===== src/hw/video_pkg.sv =====
////////////////////////////////////////////////////////////////////////////
// Pixel and row word types, tile geometry and threshold constants
////////////////////////////////////////////////////////////////////////////
package video_pkg;

    localparam int coord_w = 12;

    typedef struct packed {
        logic               hsync;
        logic               vsync;
        logic               de;
        logic [7:0]         r;
        logic [7:0]         g;
        logic [7:0]         b;
        logic [coord_w-1:0] x;
        logic [coord_w-1:0] y;
    } pixel_t;

    // Tile geometry
    localparam int tile_w    = 16;
    localparam int tile_h    = 10;
    localparam int samp_cols = 8;  // Sampled columns at tile start
    localparam int samp_line = 4;  // Sampled line within a tile

    localparam int win_w      = 5;
    localparam int sum_thresh = 20;  // Half of the 8x5 window
    localparam int max_tiles  = 256;

    typedef struct packed {
        logic [7:0]           row_idx;
        logic [max_tiles-1:0] bits;  // Bit i is tile column i
    } bin_row_t;

endpackage : video_pkg


===== src/hw/bin_buffer.sv =====
////////////////////////////////////////////////////////////////////////////
// Row word assembly, row queue and credit-based send logic
////////////////////////////////////////////////////////////////////////////
module bin_buffer import video_pkg::*; #(
    parameter int h_act        = 1280,
    parameter int v_act        = 720,
    parameter int buf_depth    = 4,
    parameter int credits_init = 2
) (
    input  logic     clk,
    input  logic     rstn,
    input  logic     vsync,
    input  logic     tile_done,
    input  logic     tile_bit,
    input  logic     commit,
    input  logic     row_credit,
    output bin_row_t row_out,
    output logic     row_valid,
    output logic     overflow
);

    localparam int n_tiles = h_act / tile_w;
    localparam int n_rows  = v_act / tile_h;
    localparam int ptr_w   = (buf_depth > 1) ? $clog2(buf_depth) : 1;
    localparam int cnt_w   = $clog2(buf_depth + 1);
    localparam int cred_w  = $clog2(credits_init + 1);

    logic [7:0]           tile_idx;
    logic [7:0]           row_idx;
    logic [max_tiles-1:0] row_bits;

    bin_row_t             queue [buf_depth];
    logic [ptr_w-1:0]     wr_ptr;
    logic [ptr_w-1:0]     rd_ptr;
    logic [cnt_w-1:0]     count;
    logic [cred_w-1:0]    credits;
    logic [cred_w-1:0]    credits_free;
    logic                 push;
    logic                 send;

    function automatic logic [ptr_w-1:0] next_ptr(input logic [ptr_w-1:0] p);
        return (p == ptr_w'(buf_depth - 1)) ? '0 : p + 1'b1;
    endfunction

    // Index wraps per line, so every line starts at tile 0
    always_ff @(posedge clk or negedge rstn) begin
        if (!rstn) begin
            tile_idx <= '0;
            row_idx  <= '0;
            row_bits <= '0;
        end else if (vsync) begin
            tile_idx <= '0;
            row_idx  <= '0;
            row_bits <= '0;
        end else begin
            if (tile_done) begin
                row_bits[tile_idx] <= tile_bit;
                tile_idx <= (tile_idx == 8'(n_tiles - 1)) ? 8'd0 : tile_idx + 8'd1;
            end
            if (commit) begin
                row_idx <= (row_idx == 8'(n_rows - 1)) ? 8'd0 : row_idx + 8'd1;
            end
        end
    end

    // Credit of a row on the wire is already spent
    assign credits_free = credits - cred_w'(row_valid);
    assign push         = commit && (count != cnt_w'(buf_depth));
    assign send         = (count != '0) && (credits_free != '0);

    always_ff @(posedge clk) begin
        if (push) queue[wr_ptr] <= '{row_idx: row_idx, bits: row_bits};
    end

    always_ff @(posedge clk) begin
        if (send) row_out <= queue[rd_ptr];
    end

    always_ff @(posedge clk or negedge rstn) begin
        if (!rstn) begin
            wr_ptr    <= '0;
            rd_ptr    <= '0;
            count     <= '0;
            row_valid <= 1'b0;
            overflow  <= 1'b0;
            credits   <= cred_w'(credits_init);
        end else begin
            if (push) wr_ptr <= next_ptr(wr_ptr);
            if (send) rd_ptr <= next_ptr(rd_ptr);
            count     <= count + cnt_w'(push) - cnt_w'(send);
            row_valid <= send;
            if (commit && !push) overflow <= 1'b1;  // Sticky until reset
            if (row_credit && credits_free < cred_w'(credits_init)) begin
                credits <= credits_free + 1'b1;
            end else begin
                credits <= credits_free;
            end
        end
    end

endmodule : bin_buffer


===== src/hw/compress_window.sv =====
////////////////////////////////////////////////////////////////////////////
// Tile window compression top, binarized row output and debug video
////////////////////////////////////////////////////////////////////////////
module compress_window import video_pkg::*; #(
    parameter int h_act        = 1280,
    parameter int v_act        = 720,
    parameter int buf_depth    = 4,
    parameter int credits_init = 2
) (
    input  logic             clk,
    input  logic             rstn,
    input  pixel_t           pix_in,
    input  logic [win_w-1:0] window,
    output pixel_t           pix_out,
    output bin_row_t         row_out,
    output logic             row_valid,
    input  logic             row_credit,
    output logic             overflow
);

    logic       col_en;
    logic [3:0] line_phase;
    logic       tile_done;
    logic       line_end;
    logic       accum_en;
    logic       commit;
    logic       record;
    logic       replay;
    logic       tile_bit;

    tile_counter u_tile_counter (
        .clk        (clk),
        .rstn       (rstn),
        .pix        (pix_in),
        .col_phase  (),         // Only needed for tile_done
        .col_en     (col_en),
        .line_phase (line_phase),
        .tile_done  (tile_done),
        .line_end   (line_end)
    );

    window_fsm u_window_fsm (
        .clk        (clk),
        .rstn       (rstn),
        .pix        (pix_in),
        .line_phase (line_phase),
        .line_end   (line_end),
        .accum_en   (accum_en),
        .commit     (commit),
        .record     (record),
        .replay     (replay)
    );

    window_accum u_window_accum (
        .clk        (clk),
        .rstn       (rstn),
        .window     (window),
        .accum_en   (accum_en),
        .col_en     (col_en),
        .tile_done  (tile_done),
        .de         (pix_in.de),
        .tile_bit   (tile_bit)
    );

    bin_buffer #(
        .h_act        (h_act),
        .v_act        (v_act),
        .buf_depth    (buf_depth),
        .credits_init (credits_init)
    ) u_bin_buffer (
        .clk        (clk),
        .rstn       (rstn),
        .vsync      (pix_in.vsync),
        .tile_done  (tile_done),
        .tile_bit   (tile_bit),
        .commit     (commit),
        .row_credit (row_credit),
        .row_out    (row_out),
        .row_valid  (row_valid),
        .overflow   (overflow)
    );

    debug_overlay #(
        .h_act (h_act)
    ) u_debug_overlay (
        .clk       (clk),
        .rstn      (rstn),
        .pix       (pix_in),
        .record    (record),
        .replay    (replay),
        .tile_done (tile_done),
        .tile_bit  (tile_bit),
        .pix_out   (pix_out)
    );

endmodule : compress_window


===== src/hw/debug_overlay.sv =====
////////////////////////////////////////////////////////////////////////////
// Tile bit line store and black/white debug pixel output
////////////////////////////////////////////////////////////////////////////
module debug_overlay import video_pkg::*; #(
    parameter int h_act = 1280
) (
    input  logic   clk,
    input  logic   rstn,
    input  pixel_t pix,
    input  logic   record,
    input  logic   replay,
    input  logic   tile_done,
    input  logic   tile_bit,
    output pixel_t pix_out
);

    localparam int n_tiles = h_act / tile_w;
    localparam int addr_w  = (n_tiles > 1) ? $clog2(n_tiles) : 1;

    logic [n_tiles-1:0] line_bits;
    logic [addr_w-1:0]  addr;
    logic               shown;
    logic               cur_bit;
    logic [7:0]         level;
    pixel_t             pix_dbg;

    always_comb begin
        cur_bit = shown;  // Held between tile updates
        if (tile_done && record) begin
            cur_bit = tile_bit;
        end else if (tile_done && replay) begin
            cur_bit = line_bits[addr];
        end
    end

    assign level = cur_bit ? 8'hff : 8'h00;

    always_comb begin
        pix_dbg   = pix;
        pix_dbg.r = level;
        pix_dbg.g = level;
        pix_dbg.b = level;
    end

    always_ff @(posedge clk) begin
        if (tile_done && record) line_bits[addr] <= tile_bit;
    end

    always_ff @(posedge clk or negedge rstn) begin
        if (!rstn) begin
            addr    <= '0;
            shown   <= 1'b0;
            pix_out <= '0;
        end else begin
            shown   <= cur_bit;
            pix_out <= pix_dbg;
            if (!pix.de) begin
                addr <= '0;
            end else if (tile_done) begin
                addr <= (addr == addr_w'(n_tiles - 1)) ? '0 : addr + 1'b1;
            end
        end
    end

endmodule : debug_overlay


===== src/hw/tile_counter.sv =====
////////////////////////////////////////////////////////////////////////////
// Column and line phase counters inside a tile, tile and line strobes
////////////////////////////////////////////////////////////////////////////
module tile_counter import video_pkg::*; (
    input  logic       clk,
    input  logic       rstn,
    input  pixel_t     pix,
    output logic [2:0] col_phase,
    output logic       col_en,
    output logic [3:0] line_phase,
    output logic       tile_done,
    output logic       line_end
);

    logic de_d;

    always_ff @(posedge clk or negedge rstn) begin
        if (!rstn) begin
            de_d <= 1'b0;
        end else begin
            de_d <= pix.de;
        end
    end

    assign line_end = de_d & ~pix.de;

    // col_en is high on the first half of each tile
    always_ff @(posedge clk or negedge rstn) begin
        if (!rstn) begin
            col_phase <= '0;
            col_en    <= 1'b1;
        end else if (pix.vsync || !pix.de) begin
            col_phase <= '0;
            col_en    <= 1'b1;
        end else if (col_phase == 3'(samp_cols - 1)) begin
            col_phase <= '0;
            col_en    <= ~col_en;
        end else begin
            col_phase <= col_phase + 3'd1;
        end
    end

    always_ff @(posedge clk or negedge rstn) begin
        if (!rstn) begin
            line_phase <= '0;
        end else if (pix.vsync) begin
            line_phase <= '0;
        end else if (line_end) begin
            if (line_phase == 4'(tile_h - 1)) begin
                line_phase <= '0;
            end else begin
                line_phase <= line_phase + 4'd1;
            end
        end
    end

    assign tile_done = pix.de & col_en & (col_phase == 3'(samp_cols - 1));

endmodule : tile_counter


===== src/hw/window_accum.sv =====
////////////////////////////////////////////////////////////////////////////
// Window popcount accumulation over 8 columns and tile threshold
////////////////////////////////////////////////////////////////////////////
module window_accum import video_pkg::*; (
    input  logic             clk,
    input  logic             rstn,
    input  logic [win_w-1:0] window,
    input  logic             accum_en,
    input  logic             col_en,
    input  logic             tile_done,
    input  logic             de,
    output logic             tile_bit
);

    logic [2:0] pop;    // Max 5
    logic [5:0] sum;    // Max 40
    logic [5:0] total;

    always_comb begin
        pop = '0;
        for (int i = 0; i < win_w; i++) begin
            pop = pop + 3'(window[i]);
        end
    end

    assign total = sum + 6'(pop);

    always_ff @(posedge clk or negedge rstn) begin
        if (!rstn) begin
            sum <= '0;
        end else if (accum_en && col_en && de) begin
            sum <= total;
        end else begin
            sum <= '0;
        end
    end

    // Includes the last column of the window
    assign tile_bit = tile_done & (total >= 6'(sum_thresh));

endmodule : window_accum


===== src/hw/window_fsm.sv =====
////////////////////////////////////////////////////////////////////////////
// Per-line FSM for accumulation, row commit and overlay mode
////////////////////////////////////////////////////////////////////////////
module window_fsm import video_pkg::*; (
    input  logic       clk,
    input  logic       rstn,
    input  pixel_t     pix,
    input  logic [3:0] line_phase,
    input  logic       line_end,
    output logic       accum_en,
    output logic       commit,
    output logic       record,
    output logic       replay
);

    typedef enum logic [1:0] {
        frame_wait,
        skip_line,
        sample_line,
        replay_line
    } state_t;

    state_t     state;
    state_t     line_state;
    logic       vsync_d;
    logic [3:0] next_phase;

    // Phase of the line that starts after line_end
    assign next_phase = (line_phase == 4'(tile_h - 1)) ? 4'd0 : line_phase + 4'd1;

    always_comb begin
        if (next_phase == 4'(samp_line)) begin
            line_state = sample_line;
        end else if (next_phase > 4'(samp_line)) begin
            line_state = replay_line;
        end else begin
            line_state = skip_line;
        end
    end

    always_ff @(posedge clk or negedge rstn) begin
        if (!rstn) begin
            state   <= frame_wait;
            vsync_d <= 1'b0;
        end else begin
            vsync_d <= pix.vsync;
            if (pix.vsync) begin
                state <= frame_wait;
            end else if (state == frame_wait) begin
                if (vsync_d) state <= skip_line;  // Falling vsync, line 0 next
            end else if (line_end) begin
                state <= line_state;
            end
        end
    end

    assign accum_en = (state == sample_line);
    assign record   = (state == sample_line);
    assign commit   = (state == sample_line) & line_end;
    assign replay   = (state == replay_line);

endmodule : window_fsm

===== config.mk =====
export PLATFORM = sky130hd
export DESIGN_NAME = compress_window
export DESIGN_NICKNAME = d
export VERILOG_FILES = /design/src/hw/video_pkg.sv /design/src/hw/bin_buffer.sv /design/src/hw/compress_window.sv /design/src/hw/debug_overlay.sv /design/src/hw/tile_counter.sv /design/src/hw/window_accum.sv /design/src/hw/window_fsm.sv
export SDC_FILE = /design/constraint.sdc
export NUM_CORES = 2
export LEC_CHECK = 0
export ABC_AREA = 1
export BUFFER_PORTS_ARGS = -buffer_cell sky130_fd_sc_hd__buf_2
export CAP_MARGIN = 25
export CORE_UTILIZATION = 49
export CTS_BUF_LIST = sky130_fd_sc_hd__clkbuf_4
export CTS_CLUSTER_DIAMETER = 50
export CTS_CLUSTER_SIZE = 12
export DETAILED_ROUTE_END_ITERATION = 8
export PLACE_DENSITY_LB_ADDON = 0.12
export SLEW_MARGIN = 0
export SYNTH_ARGS = -nofsm -noshare
export SYNTH_HDL_FRONTEND = slang
export SYNTH_SLANG_ARGS = --single-unit

===== constraint.sdc =====
create_clock -name clk -period 18.55 [get_ports clk]
set_clock_uncertainty 0.15 [all_clocks]
set_input_delay 3.71 -clock clk [delete_from_list [all_inputs] [get_ports clk]]
set_output_delay 3.71 -clock clk [all_outputs]
set_load 0.02 [all_outputs]

==> results by group <==
Clocking
  – Clk_lat worst skew: 1.28 ns
  – Root Driver: clkbuf_4
  – Worst-path clk slew: 0.12 ns
  – CTS tree: yes
  – Number of clock sinks: 1734
  – CTS max path bufs: 3
  – CTS H-tree lvls: 4
  – Hold_buf cts: 0
  – Inserted Clock Buffers: 174
  – Setup repair bufs after CTS: 0
  – PostCTS Resize Cnt: 0

Synthesis
  – Top cells by area, synth: edfxtp_1 65%, dfrtp_1 13%, o21ai_0 5.7%
  – Top cell type's share of synthesized area: between 60% and 70%
  – Post-synth top area cell: edfxtp_1
  – Mapped Cells: roughly 4800
  – Register area share after synthesis: between 70% and 80%
  – Post-synth EDFFs: between 1000 and 1500
  – #FFs+latches synth: 1734
  – Mapped Area: 0.0648 mm²
  – Synth warn: 0
  – Main flop type after synthesis: edfxtp_1
  – Ys async rst share: approximately a fifth
  – Post-synthesis average cell area: around 14 µm²
  – Syn Nets: approximately 4900
  – Synth cell types: 39

Detailed routing
  – DRC viols: 0
  – Drt wl/cell: about 23 µm
  – First-pass detailed-route iteration total: 6
  – Final wirelength: between 150000 and 200000 µm
  – DRT iter0 DRCs: around 3800
  – Vias: about 39000
  – Antenna-violating nets left: 0
  – Vias per cell: approximately 5.6

Global routing
  – Routing usage on met3: under 10%
  – Gr busiest metal: met2
  – Global-route track usage on met1: between 30% and 40%
  – Initial antenna violation count: 8
  – Global routing met2 resource utilization: around 38%
  – Gr usage total: a little under a quarter
  – Total congestion overflow: 0
  – First-pass GRT wire length: about 230000 µm
  – Number of global-route vias before repair: ~37000
  – Largest net degree at the start of global routing: around 220

Setup path
  – R2R cell count: 10
  – CP bufs+invs: 5
  – Critical Path AT: 8.10 ns
  – Setup crit end kind: register
  – Startpoint types: input port
  – Crit path required time: just under 20 ns
  – WS Path Type: input port to register
  – CP cell instances: buf_2, ha_1, inv_1, fa_1, inv_1, ha_1, fa_1, inv_1, fa_1, xor2_1, nand2_1, nand2_1, nand2_1, nand2_8, buf_4, a21oi_1
  – Critical path's top delay family: adder cells
  – Crit-path max cell delay: approximately 0.83 ns
  – Crit-path max FO: 71
  – WP depth: 16
  – CP max stage cell: buf_4

Timing
  – Endpoints failing hold: 0
  – Unrepaired setup endpoints after global routing: false
  – Fin Hold WS: 0.303 ns
  – Final TNS setup: 0 ns
  – Period utilization: between 30% and 40%
  – Slew @ Worst Pin: 1.24 ns
  – Slew HR: 17.4%
  – Slew Limit Fails: 0
  – # setup viols final: 0
  – Tmin final: between 7 and 8 ns
  – Max Fclk: between 100 and 150 MHz

Final layout
  – Syn-to-layout area delta: 8.99%
  – Nets: slightly above 5000
  – Layout cells sized above 1: between 10% and 20%
  – Filler cells: ~11000
  – Fin area: between 0.07 and 0.08 mm²

Placed design
  – DPL Wire Length: between 80000 and 90000 µm
  – GPL Wtd Cong: roughly 0.8
  – Post-DP Area: ~0.068 mm²
  – # port buffers: 351

Power
  – PD cells: 131 mW/mm²
  – Peak supply drop: approximately 0.00018 V
  – P_leak: roughly 0.025 µW

Die
  – CORE AREA: roughly 0.13 mm²
  – Die Wd: 366 µm
  – Die H: around 370 µm
  – Die Area: about 0.13 mm²
  – I/O pins: 376
  – Initial Util: roughly 49%
  – Rows: about 130

Run
  – Max cap viols: 0

Worst hold path
  – Hold depth: 1
  – Min-delay worst type: register to register

Run status
  – Outcome: finished, final reports clean
[Yosys cell counts, types with 2 or more instances]
master and n:
a21oi_1 260, or2_2 9, nand2_2 3, edfxtp_1 1400
ha_1 23, inv_1 96, o21bai_1 4, a31oi_1 2
nor2_2 10, fa_1 4, o22ai_1 272, dfstp_2 2
clkbuf_1 219, nor4_1 4, clkinv_1 2, o32ai_1 2
xor2_1 11, nand2_1 208, buf_6 20, nand4_1 7
inv_2 10, dfrtp_1 332, a211oi_1 2, nor2_1 928
nor3_1 8, buf_2 20, buf_4 28, o21ai_0 734
o21ai_1 73, buf_1 17, nand3_2 14, nand3_1 48
o211ai_1 4
[layer usage]
layer,part of all wire (%),routed length (µm)
met2,47,74900
met1,44,70500
met4,2.4,3760
met5,0.0082,13
met3,6.4,10200
[path summary, 6_finish.rpt]
path | startpoint | to | slack, ns
max | window[0] | u_bin_buffer.row_bits[149]$_DFFE_PN0P_ | 11.37
min | u_tile_counter.col_phase[0]$_DFF_PN0_ | u_tile_counter.col_phase[0]$_DFF_PN0_ | 0.30
max reg2reg | u_window_fsm.state[1]$_DFFE_PN0P_ | u_bin_buffer.queue[0][154]$_DFFE_PP_ | 13.72
min reg2reg | u_tile_counter.col_phase[0]$_DFF_PN0_ | u_tile_counter.col_phase[0]$_DFF_PN0_ | 0.30
max in group asynchronous | rstn | u_bin_buffer.row_bits[225]$_DFFE_PN0P_ | 13.63
min in group asynchronous | rstn | u_debug_overlay.pix_out[3]$_DFF_PN0_ | 2.32
[area by class of cell]
cell class                      count  area, µm²  share of cell area, %
Antenna cell                       14       35.0                 0.0496
Clock buffer                      275       2060                   2.92
Clock inverter                     45        447                  0.633
Inverter                          108        423                  0.599
Multi-Input combinational cell   2636      12600                   17.9
Sequential cell                  1734      50400                   71.4
Tap cell                         1755       2200                   3.11
Timing Repair Buffer              417       2410                   3.41
[power breakdown]
part,switching [µW],internal (µW)
Sequential,194,4730
Combinational,1720,570
Clock,1230,794
Total,3150,6100
[sequential cells by signal (all words and copies together) (netlist names), 2 cells and up]
register                   cells
u_bin_buffer.queue          1056
u_bin_buffer.row_out         264
u_bin_buffer.row_bits        256
u_debug_overlay.line_bits     80
u_debug_overlay.pix_out       28
u_bin_buffer.row_idx           8
u_bin_buffer.tile_idx          8
u_debug_overlay.addr           7
u_window_accum.sum             6
u_tile_counter.line_phase      4
u_bin_buffer.count             3
u_tile_counter.col_phase       3
u_bin_buffer.credits           2
u_bin_buffer.rd_ptr            2
u_bin_buffer.wr_ptr            2
u_window_fsm.state             2
[metrics by stage]
step	utilization, %	power (µW)	setup slack [ns]	std cells
4_1_cts	53.7	9360	11.44	6968
2_1_floorplan	-	6590	0.880	4782
3_5_place_dp	51.8	7350	10.07	6648
3_3_place_gp	51.7	7330	10.05	6644
5_1_grt	53.8	9730	11.36	6983
6_report	53.8	9250	11.37	6984
[kinds of logic (layout without fill, tap and decap cells)]
group,count (synthesis),in the layout,share of synthesized area [%]
adders and majority gates,27,27,0.568
buffers and inverters,412,845,2.82
DFF,1734,1734,77.8
other,0,14,0
and+or+nand+nor,1239,1239,7.55
AOI/OAI and AO/OA,1358,1358,11.1
xor gates and xnor gates,12,12,0.162
[layout by cell type (no fill, tap or decap), types with 12 or more instances in the layout]
master       n
diode_2     14
nand3_1     47
inv_1       94
nand2_1    208
dfrtp_1    329
clkbuf_4   275
o22ai_1    272
nand3_2     15
o21ai_1     73
edfxtp_1  1400
nor2_1     924
ha_1        23
o21ai_0    734
buf_2      350
a21oi_1    260
inv_2       15
buf_4       56
clkinv_1    12
No activity file was read; power rests on OpenSTA's default activity.
